## config.mk

```make
export PLATFORM = sky130hd
export DESIGN_NAME = result_select
export DESIGN_NICKNAME = d
export VERILOG_FILES = /design/src/hw/vmul_pkg.sv /design/src/hw/result_select.sv
export SDC_FILE = /design/constraint.sdc
export NUM_CORES = 1
export LEC_CHECK = 0
export BUFFER_PORTS_ARGS = -buffer_cell sky130_fd_sc_hd__buf_2
export CAP_MARGIN = 20
export CORE_AREA = 2 2 201 203
export DETAILED_ROUTE_END_ITERATION = 8
export DIE_AREA = 0 0 203 205
export RECOVER_POWER = 50
export SKIP_LAST_GASP = 1
export SLEW_MARGIN = 10
export SYNTH_ARGS = -nofsm -noshare
export SYNTH_HDL_FRONTEND = slang
export SYNTH_SLANG_ARGS = --single-unit
```

## constraint.sdc

```tcl
create_clock -name clk -period 1.8 [get_ports clk]
set_input_delay 0.36 -clock clk [delete_from_list [all_inputs] [get_ports clk]]
set_output_delay 0.36 -clock clk [all_outputs]
set_load 0.05 [all_outputs]
```

## src/hw/vmul_pkg.sv

```systemverilog
`default_nettype none

package vmul_pkg;

	// slice widths
	localparam int DATA_W = 64;
	localparam int HALF_W = 32; // one mul_unit

	// element width code, as carried with the request
	typedef enum logic [1:0] {
		SEW_8    = 2'b00,
		SEW_16   = 2'b01,
		SEW_32   = 2'b10,
		SEW_RSVD = 2'b11 // returns zero
	} sew_t;

	// full double-width products of one 32-bit half
	// element 0 sits at index 0
	typedef logic [3:0][15:0] byte_prod_t;
	typedef logic [1:0][31:0] half_prod_t;
	typedef logic [63:0]      word_prod_t;

endpackage

`default_nettype wire

```

## src/hw/result_select.sv

```systemverilog
`timescale 1ns/1ps
`default_nettype none

module result_select #(
	parameter int ADDR_W = 32
) (
	input  wire logic                 clk,
	input  wire logic                 rst,
	input  wire logic                 in_valid,
	input  wire vmul_pkg::sew_t       in_sew,
	input  wire logic                 in_high,
	input  wire logic [ADDR_W-1:0]    in_addr,
	input  wire vmul_pkg::byte_prod_t byte_prod_lo,
	input  wire vmul_pkg::half_prod_t half_prod_lo,
	input  wire vmul_pkg::word_prod_t word_prod_lo,
	input  wire vmul_pkg::byte_prod_t byte_prod_hi,
	input  wire vmul_pkg::half_prod_t half_prod_hi,
	input  wire vmul_pkg::word_prod_t word_prod_hi,
	output logic                      out_valid,
	output logic [vmul_pkg::DATA_W-1:0] out_vec,
	output logic [ADDR_W-1:0]         out_addr
);

	import vmul_pkg::*;

	// products of the whole slice, element 0 at index 0
	logic [DATA_W/8-1:0][15:0]  byte_all;
	logic [DATA_W/16-1:0][31:0] half_all;
	logic [DATA_W/32-1:0][63:0] word_all;

	logic [DATA_W-1:0] sel_vec;

	assign byte_all = {byte_prod_hi, byte_prod_lo};
	assign half_all = {half_prod_hi, half_prod_lo};
	assign word_all = {word_prod_hi, word_prod_lo};

	// upper or lower half of every product, packed back in element order
	always_comb begin
		sel_vec = '0;
		case (in_sew)
			SEW_8: begin
				for (int i = 0; i < DATA_W/8; i++) begin
					sel_vec[8*i +: 8] = in_high ? byte_all[i][15:8] : byte_all[i][7:0];
				end
			end
			SEW_16: begin
				for (int i = 0; i < DATA_W/16; i++) begin
					sel_vec[16*i +: 16] = in_high ? half_all[i][31:16] : half_all[i][15:0];
				end
			end
			SEW_32: begin
				for (int i = 0; i < DATA_W/32; i++) begin
					sel_vec[32*i +: 32] = in_high ? word_all[i][63:32] : word_all[i][31:0];
				end
			end
			default: sel_vec = '0; // reserved width
		endcase
	end

	always_ff @(posedge clk) begin
		if (rst) begin
			out_valid <= 1'b0;
			out_vec   <= '0;
			out_addr  <= '0;
		end else begin
			out_valid <= in_valid;
			out_vec   <= in_valid ? sel_vec : '0; // idle cycles read as zero
			out_addr  <= in_addr;
		end
	end

	a_rsvd_zero: assert property (@(posedge clk) disable iff (rst)
		(in_valid && in_sew == SEW_RSVD) |=> (out_valid && out_vec == '0))
		else $error("result_select: reserved width gave a nonzero vector");

endmodule

`default_nettype wire

```

Yosys cells after proc, flatten, opt, wreduce, memory -nomap -nowiden:

Cells that the tools add are included.

* bits in read-only memories: 0
* RAM bits: 0
* memories: 0
* flip-flop bits (word level): 97
* bits in latches: 0
* word-level logic and storage cells: 23

* magnitude comparators: 0
* div/mod/pow operators: 0
* reductions and logical operators: 2
* bitwise logic cells: 1
* shifts and indexed selects: 0
* equality and inequality tests: 2
* multipliers: 0
* multiplexer cells: 15
* add/sub/neg operators: 0

Operators with widths (count)
* $pmux 64 s3: 1
* $mux 16: 4
* $mux 32: 2
* $mux 8: 8
* $eq 2x1->1 const B: 1
* $eq 2x2->1 const B: 1
* $logic_not 2->1: 1
* $reduce_or 2->1: 1
* $not 1->1: 1

Logic depth before layout (Yosys ltp):

Gate-level depths: netlist of the first run.

* word-level depth: 2
* depth in mapped cells: 5

Least setup slack after synthesis of the first run:

No wires, ideal clock.

* path type: in2reg
* start: input port in_high
* end: register out_vec[50] (netlist name)
* stages: 5
* buffers on the path: 2
* setup slack: 347 ps
* arrival time: 1326 ps
* data required time: 1672 ps
* cell sequence: buf_6 -> buf_6 -> mux4_2 -> a22oi_1 -> nor2_1

* longest elaborated chain between the ends: 2
* elaborated cells between the ends (all ways): 4

RTL lines
* from (decl): line result_select.sv:11 `input wire logic in_high,`
* $mux 32 (tied with other cells): line result_select.sv:53 `sel_vec[32*i +: 32] = in_high ? word_all[i][63:32] : word_all[i][31:0];`
* $pmux 64 s3 *: line result_select.sv:40 `case (in_sew)`
* to (signal assigned): line result_select.sv:67 `out_vec <= in_valid ? sel_vec : '0;`
* to (decl): line result_select.sv:20 `output logic [vmul_pkg::DATA_W-1:0] out_vec,`

Every way passes the cells marked *; elsewhere a longest branch is shown, timed or not.
A chain may end at the register's enable or synchronous reset.

Final worst setup path of the first run:

* start: register out_vec[50] (netlist name)
* end: output port out_vec[50] (netlist name)

No word-level cell between the ends.

==> flow_metrics.env, run 1 <==
export IMPL_synth_top_area_share_pct=36.72
export IMPL_cts_resized=0
export IMPL_yosysUniqueCellTypes=14
export IMPL_vias=5819
export IMPL_drtAntennaViolNets=0
export IMPL_critPathKind="reg2out"
export IMPL_fp_dieH_um=205
export IMPL_ys_warnings_count=0
export IMPL_cts_tree="done"
export IMPL_min_period_ns=1.534
export IMPL_crit_family="buffers and inverters"
export IMPL_maxCapViolCount=0
export IMPL_grt_ovfl_total=0
export IMPL_ir_drop_mv=0.3586
export IMPL_holdWs_ns=0.1864
export IMPL_hold_viol=0
export IMPL_maxSlewViolCount=0
export IMPL_hold_class="in2reg"
export IMPL_ys_ff_latch=97
export IMPL_netlist_instances=433
export IMPL_period_share_pct=85.21
export IMPL_startpoint="out_vec[50]"
export IMPL_first_pass_iters=4
export IMPL_outcome="finished, final reports clean"
export IMPL_worst_path_buf_inv=1
export IMPL_critPathMaxFanout=1
export IMPL_wl_per_cell_um=17.98
export IMPL_io_pins=519
export IMPL_initial_core_util_pct=13.43
export IMPL_clk_pin_slew_worst_paths_ns=0.08
export IMPL_dp_hpwl_um=22200
export IMPL_path_cells="clkbuf_1"
export IMPL_cts_buffer_depth=2
export IMPL_syn_nets=855
export IMPL_grt_pass1_vias=6086
export IMPL_drcViolationCount=0
export IMPL_fin_tns_setup_ns=0
export IMPL_grt_start_max_net_pins=51
export IMPL_drive_above_1_share_pct=69.03
export IMPL_relSlewSlack_pct=6.154
export IMPL_core_um2=39370
export IMPL_drt_wl_total_um=26520
export IMPL_p_leak_nw=4.139
export IMPL_die_area_um2=41620
export IMPL_avgSynthCellArea_um2=12.21
export IMPL_core_rowCount=73
export IMPL_cts_hold_buf=0
export IMPL_grt_pass1_wl_um=36830
export IMPL_worst_pin_slew_ns=1.408
export IMPL_viasPerCell=3.945
export IMPL_critical_path_arrival_ns=1.17
export IMPL_portBuffers=518
export IMPL_clock_sinks=97
export IMPL_crit_cells=1
export IMPL_syn_area_um2=5289
export IMPL_antenna_found_initial=14
export IMPL_whs_path_depth=2
export IMPL_worstSetupEndpointType="primary output"
export IMPL_startpoint_type="flop"
export IMPL_finalSetupViolations=0
export IMPL_finalNetCount=1360
export IMPL_cts_buffers=9
export IMPL_postCtsSetupBuffers=0
export IMPL_cts_htree_levels=3
export IMPL_clock_root_buffer="clkbuf_16"
export IMPL_seq_area_frac_synth_pct=36.72
export IMPL_max_freq_mhz=652.0
export IMPL_synthToLayoutAreaGrowth_pct=67.09
export IMPL_critPathRequiredTime_ns=1.44
export IMPL_endpoint="out_vec[50]"
export IMPL_grt_usage_pct=12.33
export IMPL_ys_top_cells_by_area="dfxtp_1, mux4_2, mux2_2"
export IMPL_grt_setup_unrepaired="false"
export IMPL_first_iter_violations=260
export IMPL_power_density_nw_per_um2=682.7
export IMPL_chipWidth_um=203
export IMPL_critPathMaxStageDelay_ns=0.49
export IMPL_place_congestion=0.9220
export IMPL_crit_path_top_delay_cell="clkbuf_1"
export IMPL_synth_top_area_cell="dfxtp_1"
## cell families (layout without fill, tap and decap cells)
family	after synthesis	after routing	synth area share (%)
multiplexers	128	128	40.88
AND/OR/NAND/NOR	100	100	8.706
flip-flops	97	97	36.72
AO/OA/AOI/OAI	64	64	9.084
buffers and inverters	44	554	4.613
other	0	7	0
## placed cells by master (no fill, tap or decap)
| cell type | synthesis | layout |
|---|---|---|
| buf_6 | 7 | 1 |
| buf_4 | 1 | 5 |
| mux4_2 | 64 | 64 |
| nor2_1 | 64 | 64 |
| inv_8 | 0 | 4 |
| nor2b_4 | 0 | 1 |
| buf_2 | 18 | 497 |
| clkinv_8 | 0 | 1 |
| mux2_1 | 8 | 8 |
| inv_2 | 1 | 1 |
| nor2b_1 | 34 | 33 |
| buf_12 | 0 | 8 |
| clkinv_4 | 0 | 2 |
| clkbuf_16 | 0 | 9 |
| nand2_4 | 0 | 1 |
| clkbuf_2 | 0 | 1 |
| mux2_2 | 56 | 56 |
| a22oi_1 | 64 | 64 |
| clkbuf_1 | 12 | 25 |
| dfxtp_1 | 97 | 97 |
| diode_2 | 0 | 7 |
| nand2_1 | 2 | 1 |
## how the worst min path moves through the flow
stage           startpoint      endpoint  slack (ns)
3_3_place_gp   in_addr[29]  out_addr[29]        0.57
3_5_place_dp   in_addr[16]  out_addr[16]        0.57
4_1_cts        in_addr[29]  out_addr[29]        0.15
6_report       in_addr[26]  out_addr[26]        0.19
2_1_floorplan          rst   out_addr[0]        0.43
5_1_grt         in_addr[7]   out_addr[7]        0.17
## area by class of cell
| class | instances | area (µm²) |
|---|---|---|
| fill | 4312 | 30530 |
| multi-input combinational | 292 | 3118 |
| timing repair buffer | 537 | 2795 |
| sequential | 97 | 1942 |
| tap | 525 | 656.9 |
| clock buffer | 9 | 225.2 |
| clock inverter | 7 | 78.83 |
| antenna | 7 | 17.52 |
| inverter | 1 | 3.754 |
## state kept, by name, indices dropped and copies added, names as in the netlist
signal     count
out_vec       64
out_addr      32
out_valid      1
## where the power goes
part / switching (mW) / total (mW) / internal, mW
clock network: 1.05 / 2.04 / 0.995
registers: 0.0255 / 2.26 / 2.24
logic: 0.892 / 1.73 / 0.837
total: 1.96 / 6.03 / 4.07
## through the flow
step | setup slack [ns] | area, µm² | utilization [%] | instances | power [mW]
after global routing | 0.1506 | 8830 | 22.43 | 1472 | 6.373
after floorplan | 0.3467 | 5289 | - | 433 | 3.319
final | 0.2662 | 8837 | 22.45 | 1475 | 6.033
after CTS | 0.2863 | 8869 | 22.53 | 1468 | 6.216
after detailed placement | 0.06547 | 8564 | 21.76 | 1452 | 4.072
after global placement | 0.08607 | 8564 | 21.76 | 1452 | 4.048
## Yosys cell counts (all sizes together)
| cell type | instances |
|---|---|
| clkbuf | 12 |
| buf | 31 |
| dfxtp | 97 |
| nand2 | 2 |
| inv | 1 |
| nor2 | 64 |
| a22oi | 64 |
| mux2 | 64 |
| nor2b | 34 |
| mux4 | 64 |
## metal layers
layer	GRT usage, %	part of all wire, %	vias up
met3	4.295	9.5	27
met4	4.275	1.6	12
met5	0	0.29	-
met2	22.05	52	329
li1	-	-	2671
met1	13.53	37	2780
Note: power is estimated with default switching activity, not from simulation.
==> inputs of run 2 (changes only) <==
- PLACE_DENSITY: unset -> 0.34
==> run 2 against run 1 <==
Against the previous run: total power down 0.96%; largest power group unchanged; largest cell class unchanged; count of clock-buffer cells in the layout up 3; cell area down 0.72%; critical path type unchanged.
==> flow_metrics.env, run 2 (same netlist as run 1, synthesis figures left out) <==
export IMPL_cts_buffers=9
export IMPL_cts_buffer_depth=2
export IMPL_regMostFlops="out_vec"
export IMPL_clk_pin_slew_worst_paths_ns=0.07
export IMPL_critPathMaxStageDelay_ns=0.49
export IMPL_postCtsSetupBuffers=0
export IMPL_period_share_pct=84.95
export IMPL_grt_usage_pct=12.53
export IMPL_cts_resized=0
export IMPL_io_pins=519
export IMPL_fillCellCount=4417
export IMPL_maxCapViolCount=0
export IMPL_top_regs="out_vec x64, out_addr x32, out_valid x1"
export IMPL_critical_path_arrival_ns=1.17
export IMPL_core_um2=39370
export IMPL_antenna_found_initial=2
export IMPL_fp_dieH_um=205
export IMPL_outcome="finished, final reports clean"
export IMPL_finalNetCount=1361
export IMPL_n_antenna_cell=0
export IMPL_startpoint_type="flop"
export IMPL_first_pass_iters=4
export IMPL_min_period_ns=1.529
export IMPL_dp_hpwl_um=21730
export IMPL_worst_path_buf_inv=1
export IMPL_wl_per_cell_um=18.37
export IMPL_cts_tree="done"
export IMPL_core_rowCount=73
export IMPL_placedInstanceArea_um2=8542
export IMPL_clock_root_buffer="clkbuf_16"
export IMPL_first_iter_violations=208
export IMPL_relSlewSlack_pct=53.27
export IMPL_grt_ovfl_total=0
export IMPL_path_cells="clkbuf_1"
export IMPL_place_congestion=0.7866
export IMPL_drive_above_1_share_pct=67.87
export IMPL_vias=5667
export IMPL_layout_common_cells="buf_2, dfxtp_1, mux4_2, a22oi_1, nor2_1"
export IMPL_fin_tns_setup_ns=0
export IMPL_p_leak_nw=4.079
export IMPL_cts_htree_levels=3
export IMPL_final_util_pct=22.29
export IMPL_critPathMaxFanout=1
export IMPL_power_density_nw_per_um2=681.1
export IMPL_worstSetupEndpointType="primary output"
export IMPL_p_total_mw=5.975
export IMPL_chipWidth_um=203
export IMPL_maxSlewViolCount=0
export IMPL_grt_pass1_vias=6204
export IMPL_cts_hold_buf=0
export IMPL_drtAntennaViolNets=0
export IMPL_portBuffers=518
export IMPL_die_area_um2=41620
export IMPL_final_cell_area_um2=8773
export IMPL_crit_path_top_delay_cell="clkbuf_1"
export IMPL_hold_viol=0
export IMPL_setup_slack_ns=0.2709
export IMPL_hold_class="in2reg"
export IMPL_max_freq_mhz=654.0
export IMPL_critPathRequiredTime_ns=1.44
export IMPL_finalSetupViolations=0
export IMPL_synthToLayoutAreaGrowth_pct=65.89
export IMPL_final_common_cell="buf_2"
export IMPL_ir_drop_mv=0.4786
export IMPL_worst_pin_slew_ns=0.7010
export IMPL_clock_sinks=97
export IMPL_crit_family="buffers and inverters"
export IMPL_pre_cts_ws_ns=0.03476
export IMPL_largest_register_ffs=64
export IMPL_grt_pass1_wl_um=38380
export IMPL_drt_wl_total_um=26960
export IMPL_critPathKind="reg2out"
export IMPL_grt_start_max_net_pins=65
export IMPL_viasPerCell=3.860
export IMPL_initial_core_util_pct=13.43
export IMPL_drcViolationCount=0
export IMPL_grt_setup_unrepaired="false"
[run 2: cell types whose count changed in the layout (fill, tap and decap cells not counted), moves of 2 or more]
cell        previous run  this run
inv_8                  4         0
diode_2                7         0
clkinv_4               2         0
buf_4                  5        12
buf_12                 8         6
buf_2                497       482
clkbuf_8               0         3
clkbuf_1              25        35
clkinvlp_4             0         2
[run 2: final cells by class]
type / instances / area, µm² / share of cell area [%]
timing repair buffer: 538 / 2775 / 31.63
clock inverter: 3 / 23.77 / 0.2710
tap: 525 / 656.9 / 7.487
sequential: 97 / 1942 / 22.13
multi-input combinational: 292 / 3105 / 35.40
clock buffer: 12 / 266.5 / 3.038
inverter: 1 / 3.754 / 0.04278
[run 2: metal layers]
layer  up-vias  GRT usage (%)  share of wire, %
met2       302          22.53                51
met1      2680          13.75                38
met4         4          4.093               1.5
li1       2661              -                 -
met5         -              0              0.10
met3        20          4.343               9.2
[run 2: through the flow]
stage | cells | hold slack (ns)
detailed placement | 1453 | 0.5728
floorplan | 433 | 0.4316
finish | 1468 | 0.2022
CTS | 1468 | 0.1685
global placement | 1453 | 0.5693
global route | 1468 | 0.1795
[run 2: final timing paths]
kind | start | end | slack [ns] | cells after the start
min | in_addr[0] | out_addr[0] | 0.20 | 2
max | out_addr[15] | out_addr[15] | 0.27 | 1
[run 2: report_power, final]
| part | total, mW | leakage [nW] | switching [mW] | internal [mW] |
|---|---|---|---|---|
| logic | 1.71 | 3.15 | 0.885 | 0.828 |
| registers | 2.26 | 0.796 | 0.0257 | 2.24 |
| clock network | 2.00 | 0.137 | 0.947 | 1.05 |
| total | 5.98 | 4.08 | 1.86 | 4.12 |
