==> config.mk <==
export PLATFORM = sky130hd
export DESIGN_NAME = ctrl_pipe
export DESIGN_NICKNAME = d
export VERILOG_FILES = /design/src/hw/vmul_pkg.sv /design/src/hw/ctrl_pipe.sv
export SDC_FILE = /design/constraint.sdc
export NUM_CORES = 1
export LEC_CHECK = 0
export BUFFER_PORTS_ARGS = -buffer_cell sky130_fd_sc_hd__buf_2
export CAP_MARGIN = 5
export CORE_ASPECT_RATIO = 1.2
export CORE_MARGIN = 2
export CORE_UTILIZATION = 48
export DETAILED_ROUTE_END_ITERATION = 6
export PLACE_DENSITY_LB_ADDON = 0.12
export REMOVE_ABC_BUFFERS = 1
export SYNTH_ARGS = -nofsm -noshare
export SYNTH_HDL_FRONTEND = slang
export SYNTH_SLANG_ARGS = --single-unit
export TNS_END_PERCENT = 5
==> constraint.sdc <==
create_clock -name clk -period 1.6 [get_ports clk]
set_clock_uncertainty 0.2 [all_clocks]
set_input_delay 0.08 -clock clk [delete_from_list [all_inputs] [get_ports clk]]
set_output_delay 0.08 -clock clk [all_outputs]
set_load 0.005 [all_outputs]
==> src/hw/vmul_pkg.sv <==
`default_nettype none

package vmul_pkg;

	// slice widths
	localparam int DATA_W = 64;
	localparam int HALF_W = 32; // one mul_unit

	// element width code, as carried with the request
	typedef enum logic [1:0] {
		SEW_8    = 2'b00,
		SEW_16   = 2'b01,
		SEW_32   = 2'b10,
		SEW_RSVD = 2'b11 // returns zero
	} sew_t;

	// full double-width products of one 32-bit half
	// element 0 sits at index 0
	typedef logic [3:0][15:0] byte_prod_t;
	typedef logic [1:0][31:0] half_prod_t;
	typedef logic [63:0]      word_prod_t;

endpackage

`default_nettype wire

==> src/hw/ctrl_pipe.sv <==
`timescale 1ns/1ps
`default_nettype none

module ctrl_pipe #(
	parameter int ADDR_W = 32
) (
	input  wire logic              clk,
	input  wire logic              rst,
	input  wire logic              in_valid,
	input  wire vmul_pkg::sew_t    in_sew,
	input  wire logic              in_high,
	input  wire logic [ADDR_W-1:0] in_addr,
	output logic                   valid,
	output vmul_pkg::sew_t         sew,
	output logic                   high,
	output logic [ADDR_W-1:0]      addr
);

	import vmul_pkg::*;

	// first stage, lines up with the operand register
	logic              s1_valid;
	sew_t              s1_sew;
	logic              s1_high;
	logic [ADDR_W-1:0] s1_addr;

	always_ff @(posedge clk) begin
		if (rst) begin
			s1_valid <= 1'b0;
			valid    <= 1'b0;
		end else begin
			s1_valid <= in_valid;
			valid    <= s1_valid;
		end
	end

	// fields go to zero on idle cycles
	always_ff @(posedge clk) begin
		s1_sew  <= in_valid ? in_sew : SEW_8;
		s1_high <= in_valid & in_high;
		s1_addr <= in_valid ? in_addr : '0;

		// second stage, lines up with the product register
		sew  <= s1_sew;
		high <= s1_high;
		addr <= s1_addr;
	end

	a_sew_known: assert property (@(posedge clk) disable iff (rst)
		in_valid |-> !$isunknown(in_sew))
		else $error("ctrl_pipe: element width unknown on a valid request");

endmodule

`default_nettype wire

## Yosys cells after proc, flatten, opt, wreduce, memory -nomap -nowiden

Cells that the tools add are included.

| word-level totals | value |
|---|---|
| register bits | 72 |
| input port bits | 38 |

| cells by class | value |
|---|---|
| bitwise logic cells | 1 |

Operators by type and width:

| cell | count |
|---|---|
| 1-bit AND | 1 |

## Longest topological paths before layout

Gate-level depths: netlist of run 1.

| logic depth | value |
|---|---|
| depth in word-level cells | 1 |
| gate-level depth with buffers | 2 |
| mapped depth without buffers | 1 |

## Worst setup path before layout of run 1

OpenSTA, ideal clock, no wires.

| timing | value |
|---|---|
| path kind | register -> register |
| from | register s1_valid |
| to | register valid |
| arrival time | 0.376 ns |
| cell stages (with the launch flop) | 2 |
| data required time | 1.286 ns |
| slack | 0.910 ns |
| path buffers | 0 |
| setup time | 0.114 ns |
| cells stage by stage | dfxtp_1 > nor2b_1 |

RTL lines:

| element | line | RTL |
|---|---|---|
| from (decl) | ctrl_pipe.sv:22 | `logic s1_valid;` |
| from (signal assigned) | ctrl_pipe.sv:32 | `s1_valid <= in_valid;` |
| to (signal assigned) | ctrl_pipe.sv:33 | `valid <= s1_valid;` |
| to (decl) | ctrl_pipe.sv:13 | `output logic valid,` |

No word-level cell between the ends.

## Worst setup path in the final report of run 1

| timing | value |
|---|---|
| from | register addr[0] |
| to | output addr[0] |

RTL lines:

| element | line | RTL |
|---|---|---|
| from (decl) | ctrl_pipe.sv:16 | `output logic [ADDR_W-1:0] addr` |
| from (signal assigned) | ctrl_pipe.sv:46 | `addr <= s1_addr;` |

No word-level cell between the ends.

==> results of run 1 <==
[worst max-delay path by stage]
stage	to	cells past startpoint
finish	addr[0]	1
CTS	addr[17]	1
global route	addr[0]	1
floorplan	valid$_SDFF_PP0_	1
global placement	s1_addr[5]$_SDFF_PN0_	2
detailed placement	s1_addr[18]$_SDFF_PN0_	2
[cell usage in the layout, fill, tap and decap left out, drive strengths merged]
master and instances:
nor2b 2, clkinvlp 1, and2 35, dlygate4sd3 36, clkinv 2, clkbuf 13, dfxtp 72, buf 73
[stage by stage]
stage	cells	hold WS, ns	total power, mW	instance area, µm²
floorplan	109	-0.0484	1.98	1670
global placement	219	0.0541	2.08	2080
detailed placement	219	0.0616	2.09	2080
CTS	271	0.0357	3.33	2610
global route	271	0.0842	3.44	2610
finish	271	0.0284	3.31	2610
[layout make-up]
type	instances	area, µm²	share of cell area, %
sequential	72	1440	55.2
timing repair buffer	109	726	27.8
multi-input combinational	37	231	8.86
clock buffer	13	149	5.70
tap	37	46.3	1.77
clock inverter	3	17.5	0.671
[logic make-up after synthesis]
kind of cell  synth area share [%]
buf+inv                      0.889
flops                         85.4
simple gates                  13.7
[registers in the layout, summed over array words and instances, names as in the netlist]
register	cells
s1_valid	1
addr	32
high	1
s1_sew	2
s1_high	1
sew	2
s1_addr	32
valid	1
[power breakdown]
group	internal (mW)	leakage [nW]	switching (mW)
Combinational	0.141	0.566	0.0638
Clock	0.601	0.0834	0.595
Sequential	1.89	0.600	0.0210
Total	2.63	1.25	0.680
[Yosys cell counts]
master    number  area (µm²)
dfxtp_1       72        1440
clkbuf_2       3        15.0
and2_1        35         219
nor2b_1        2        12.5
[routing by layer]
layer	track usage, %	routed length (µm)	vias to the layer above
li1	-	-	573
met1	15.8	1150	487
met2	27.4	1500	51
met3	11.0	331	8
met4	10.5	79	0
met5	0	0	-
==> impl_metrics.toml, run 1 <==
[outcome]
status = "completed"

[sta]
slew_headroom_pct = 71.0
rsz0062_at_grt = "false"
finalCriticalPeriod_ns = 1.06
drv_slew = 0
setup_tns_ns = 0
fin_ws_ns = 0.538
fmax_ghz = 0.942
finalSetupViolations = 0
hold_violations = 0
worst_pin_slew_ns = 0.434
finalCritPeriodShare_pct = 66.4

[placement]
place_congestion = 0.665
dpl_worst_slack_ns = 0.675
dp_hpwl_um = 1720
port_buffers = 73

[floorplan]
die_width_um = 58.1
core_mm2 = 0.00337
num_rows = 23
start_util_pct = 50.1
fp.dieArea_mm2 = 0.00401
fp.dieH_um = 69.0
ioPinCount = 74

[synthesis]
ys_seq_elements = 72
synth_area_per_cell_um2 = 15.1
synth_cells = 112
yosysSeqAreaShare_pct = 85.4
synthDistinctLibCells = 4
synth_area_mm2 = 0.00169
yosys_warnings = 0

[final_layout]
fill_cells = 218
area.growth.synth_to_final_pct = 54.7
final_util_pct = 77.6
nets = 267
final_layout_size_suffix_gt1_share_pct = 36.8
num_antenna_cells = 0

[pwr]
worst_ir_drop_vdd_mv = 1.15
leakagePower_nw = 1.25
powerDensity_mw_per_mm2 = 1270

[clock_tree]
post_cts_buffers = 0
htreeDepth = 3
hold_buffers = 36
cts-resized-gates = 0
clkTransAtPathRegs_ns = 0.07
cts_sinks = 72
insertion_delay_ns = 0.33
cts_tree = "yes"
cts_max_path_buffers = 2
cts-buffers-inserted = 9
root_buffer = "clkbuf_8"

[worst_setup_path]
reg2reg_depth = 1
rrSetupSlack_ns = 0.88
arrival_ns = 0.78
setup.worst_path.class = "reg -> out"
max_stage_delay_ns = 0.33
path_cells = "buf_2"
path_delay_family = "flip-flops"
timing.rr.start = "s1_valid$_SDFF_PP0_"
critPathMaxFanout = 1
end_kind = "output port"
cp.buffers_inverters = 1
cp-startpoint = "addr[0]$_DFF_P_"
crit_path_top_delay_cell = "dfxtp_1"
crit_required_ns = 1.32
timing.rr.end = "valid$_SDFF_PP0_"
crit_path_start_kind = "register"

[drt]
wl_per_cell_um = 11.3
vias_per_cell = 4.13
drc = 0
drt-total-wl_um = 3060
firstDrtPassIters = 4
via_count = 1119
drtIter0Drc = 13
ant_nets = 0

[global_routing]
grt_max_degree = 37
grt_usage_pct = 16.9
grt_pass1_vias = 1111
antenna_found_initial = 0
grt_pass1_wl_um = 4620
grt_overflow_total = 0

[hold_path]
holdPathStages = 2
hold_class = "in -> reg"
min_to = "s1_addr[2]$_SDFF_PN0_"
hold_path.startpoint = "in_valid"

[run]
max_cap_violations = 0
Power figures use the tool's default switching activity.
==> run 2: changes to the inputs <==
- CORE_UTILIZATION: 48 -> 44
- clock period: 1.6 -> 1 ns (I/O delays scaled with it)
==> run 2 against run 1 <==
- the flow now finishes with violations (setup timing)
- critical path type unchanged
- sequential power rose by 60%
- sequential cell count did not move
- global-route usage fell by 1.9 points
- utilization fell by 2.3 points
- die area rose by 8.5%
- via count rose by 1.4%
- wire length fell by 0.88%
- register-to-register slack got worse by 0.59 ns
- largest power group unchanged
==> impl_metrics.toml, run 2 (same netlist as run 1, synthesis figures left out) <==
[sta]
finalCriticalPeriod_ns = 1.01
finalCritPeriodShare_pct = 101
drv_slew = 0
worst_pin_slew_ns = 0.254
finalSetupViolations = 3
setup_tns_ns = -0.0114
hold_violations = 0
fmax_ghz = 0.994
slew_headroom_pct = 83.1
fin_ws_ns = -0.00653
rsz0062_at_grt = "true"
finalHoldWorstSlack_ns = 0.124

[clock_tree]
cts_max_path_buffers = 2
cts_sinks = 72
cts_tree = "yes"
cts-buffers-inserted = 9
post_cts_buffers = 0
insertion_delay_ns = 0.32
clkTransAtPathRegs_ns = 0.07
root_buffer = "clkbuf_8"
htreeDepth = 3

[worst_setup_path]
timing.rr.end = "valid$_SDFF_PP0_"
arrival_ns = 0.76
rrSetupSlack_ns = 0.29
cp-startpoint = "addr[9]$_DFF_P_"
timing.rr.start = "s1_valid$_SDFF_PP0_"
reg2reg_depth = 1
crit_path_top_delay_cell = "dfxtp_2"
max_stage_delay_ns = 0.33
crit_cells = 1
end_kind = "output port"
setup.worst_path.class = "reg -> out"
crit_end = "addr[9]"
critPathMaxFanout = 1
path_cells = "buf_6"
crit_path_start_kind = "register"
cp.buffers_inverters = 1
path_delay_family = "flip-flops"
crit_required_ns = 0.75

[drt]
firstDrtPassIters = 2
drc = 0
via_count = 1135
ant_nets = 0
vias_per_cell = 3.94
wl_per_cell_um = 10.5
drtIter0Drc = 16
drt-total-wl_um = 3040

[floorplan]
ioPinCount = 74
fp.dieH_um = 71.8
die_width_um = 60.5
core_mm2 = 0.00366
fp.dieArea_mm2 = 0.00435
num_rows = 24
start_util_pct = 46.1

[final_layout]
nets = 269
final_cell_area_mm2 = 0.00276
final_common_cell = "buf_2"
area.growth.synth_to_final_pct = 63.2
num_antenna_cells = 0
final_cell_mix = "buf_2, dfxtp_1, dlygate4sd3_1"
final_layout_size_suffix_gt1_share_pct = 40.3
fill_cells = 257
largestRegisters = "addr: 32 flops, s1_addr: 32 flops"

[global_routing]
grt_pass1_wl_um = 4500
grt_overflow_total = 0
grt_usage_pct = 15.0
grt_max_degree = 37
antenna_found_initial = 0
grt_pass1_vias = 1115

[placement]
port_buffers = 73
place_congestion = 0.619
dpl-instance-area_mm2 = 0.00212
dp_hpwl_um = 1750

[pwr]
worst_ir_drop_vdd_mv = 1.42
leakagePower_nw = 1.31
powerDensity_mw_per_mm2 = 2040

[run]
max_cap_violations = 0

[outcome]
violations = "setup timing"
status = "finished with violations"

[hold_path]
hold_class = "reg -> reg"
## run 2: layer usage
layer  wire, µm  GRT usage, %  vias up
met5          0             0        -
li1           -             -      576
met2       1500          25.1       47
met4         78          11.6        0
met3        204          6.32        8
met1       1250          13.8      504
## run 2: area by class of cell
type / count / area [µm²] / area share [%]
multi-input cells: 37 / 231 / 8.40
well taps: 52 / 65.1 / 2.36
clock buffers: 13 / 159 / 5.77
repair buffers: 111 / 810 / 29.4
clock inverters: 3 / 40.0 / 1.45
flip-flops and latches: 72 / 1450 / 52.6
## run 2: metrics by stage
stage	power, mW	utilization (%)	std cells	setup slack, ns
final	5.63	75.2	288	-0.00653
after global routing	5.88	75.2	288	-0.0492
after CTS	5.67	73.5	288	-0.0249
after detailed placement	3.35	58.0	235	0.212
after global placement	3.33	58.0	235	0.219
after floorplan	3.17	-	109	0.310
## run 2: where the power goes
part / leakage (nW) / total, mW / internal (mW) / switching (mW)
clock network: 0.103 / 2.21 / 1.28 / 0.929
logic: 0.603 / 0.364 / 0.256 / 0.108
registers: 0.602 / 3.06 / 3.02 / 0.0341
## run 2: what timing repair did
item / CTS / global route
hold buffers: 37 / 0
pin swaps: 0 / 0
gates resized for setup: 0 / 13
endpoints found under the setup margin: 33 / 72
cloned: 0 / 1
endpoints found under the hold margin: 37 / 0
## run 2: worst min-delay path by stage
| stage | startpoint | end | slack, ns | cells past startpoint |
|---|---|---|---|---|
| detailed placement | rst | s1_valid$_SDFF_PP0_ | 0.04 | 2 |
| global placement | rst | s1_valid$_SDFF_PP0_ | 0.02 | 2 |
| floorplan | rst | s1_valid$_SDFF_PP0_ | -0.08 | 1 |
| finish | s1_addr[7]$_SDFF_PN0_ | addr[7]$_DFF_P_ | 0.12 | 0 |
| global route | s1_addr[9]$_SDFF_PN0_ | addr[9]$_DFF_P_ | 0.12 | 0 |
| CTS | s1_addr[4]$_SDFF_PN0_ | addr[4]$_DFF_P_ | 0.13 | 0 |
==> run 3: changes to the inputs <==
- PLACE_DENSITY: not set -> 0.75
- PLACE_DENSITY_LB_ADDON: 0.12 -> not set
==> run 3 against run 2 <==
- the run ends with hold timing, setup timing left
- setup slack worse by 0.0087 ns
- combinational power hardly changed
- sequential cell count stayed put
- sequential power hardly changed
- non-clock buffer count stayed put
- wire length is 14% higher
- sequential share of layout area is 1.1 points higher
- design area is 1.5% lower
- first-iteration DRC count is 44% higher
- die area stayed put
- highest routed layer unchanged
==> impl_metrics.toml, run 3 (same netlist as run 1, synthesis figures left out) <==
[final_layout]
final_layout_size_suffix_gt1_share_pct = 42.5
num_antenna_cells = 0
fill_cells = 246
nets = 269
area.growth.synth_to_final_pct = 60.8
final_cells = 285
final_cell_mix = "buf_2, dfxtp_1, dlygate4sd3_1"
largestRegisters = "addr: 32 flops, s1_addr: 32 flops"
final_common_cell = "buf_2"

[sta]
drv_slew = 0
rsz0062_at_grt = "true"
finalCriticalPeriod_ns = 1.02
fmax_ghz = 0.985
fin_ws_ns = -0.0152
finalHoldWorstSlack_ns = -0.0485
worst_pin_slew_ns = 0.191
slew_headroom_pct = 87.2
finalSetupViolations = 2
hold_violations = 29
finalCritPeriodShare_pct = 102

[drt]
vias_per_cell = 4.00
drc = 0
drtIter0Drc = 23
via_count = 1141
ant_nets = 0
drt-total-wl_um = 3470
firstDrtPassIters = 2
wl_per_cell_um = 12.2

[global_routing]
grt_pass1_vias = 1182
grt_pass1_wl_um = 5040
grt_usage_pct = 16.6
grt_max_degree = 30
grt_overflow_total = 0
antenna_found_initial = 0

[clock_tree]
cts_sinks = 72
cts_tree = "yes"
cts_max_path_buffers = 2
clkTransAtPathRegs_ns = 0.07
insertion_delay_ns = 0.32
root_buffer = "clkbuf_8"
htreeDepth = 3
hold_buffers = 37
cts-buffers-inserted = 9

[floorplan]
ioPinCount = 74
num_rows = 24
fp.dieArea_mm2 = 0.00435
fp.dieH_um = 71.8
core_mm2 = 0.00366
start_util_pct = 46.1
die_width_um = 60.5

[worst_setup_path]
path_delay_family = "flip-flops"
path_cells = "buf_2"
timing.rr.start = "s1_valid$_SDFF_PP0_"
crit_path_top_delay_cell = "dfxtp_1"
arrival_ns = 0.77
max_stage_delay_ns = 0.33
cp.buffers_inverters = 1
end_kind = "output port"
crit_required_ns = 0.75
cp-startpoint = "addr[11]$_DFF_P_"
setup.worst_path.class = "reg -> out"
rrSetupSlack_ns = 0.29
critPathMaxFanout = 1
crit_path_start_kind = "register"
reg2reg_depth = 1
timing.rr.end = "valid$_SDFF_PP0_"

[pwr]
powerDensity_mw_per_mm2 = 1950
leakagePower_nw = 1.28
p_total_mw = 5.31
worst_ir_drop_vdd_mv = 1.19

[hold_path]
holdPathStages = 3
hold_class = "in -> reg"
min_to = "s1_addr[9]$_SDFF_PN0_"
hold_path.startpoint = "in_valid"

[placement]
place_congestion = 0.663
dp_cells = 235
port_buffers = 73

[outcome]
violations = "hold timing, setup timing"
status = "finished with violations"

[run]
max_cap_violations = 0
[run 3: cell type report]
class                      instances  area, µm²  area share [%]
tap                               52       65.1            2.40
sequential                        72       1460            53.7
clock inverter                     1       5.00           0.184
timing repair buffer             111        800            29.5
clock buffer                      12        155            5.72
multi-input combinational         37        231            8.53
[run 3: routing by layer]
layer  up-vias  global-route usage (%)  wire (µm)
li1        574                       -          -
met1       505                    15.7       1280
met2        51                    28.9       1830
met3        11                    6.14        222
met4         0                    11.4        128
met5         -                       0          0
[run 3: repair_timing]
action / in CTS / in global routing
gates cloned: 0 / 0
endpoints found under the setup margin: 6 / 36
gates resized for setup: 1 / 19
setup buffers: 0 / 0
endpoints found under the hold margin: 37 / 28
pin swaps: 0 / 0
[run 3: worst max path at each step]
stage                            end  depth (start not counted)
floorplan           valid$_SDFF_PP0_                          1
global route                addr[11]                          1
finish                      addr[11]                          1
global placement     s1_high$_DFF_P_                          3
CTS                         addr[14]                          1
detailed placement   s1_high$_DFF_P_                          3
[run 3: power by group]
group          leakage (nW)  switching [mW]  internal (mW)
Combinational         0.589           0.112          0.253
Sequential            0.604          0.0397           3.03
Clock                0.0842           0.882          0.991
[run 3: stage by stage]
step / util (%) / TNS (ns) / worst slack [ns] / area (µm²)
after floorplan: - / 0 / 0.310 / 1670
after global placement: 58.0 / 0 / 0.192 / 2120
after detailed placement: 58.0 / 0 / 0.165 / 2120
after CTS: 72.5 / -0.0430 / -0.0142 / 2660
after global routing: 74.1 / -0.681 / -0.0629 / 2710
final: 74.1 / -0.0217 / -0.0152 / 2710
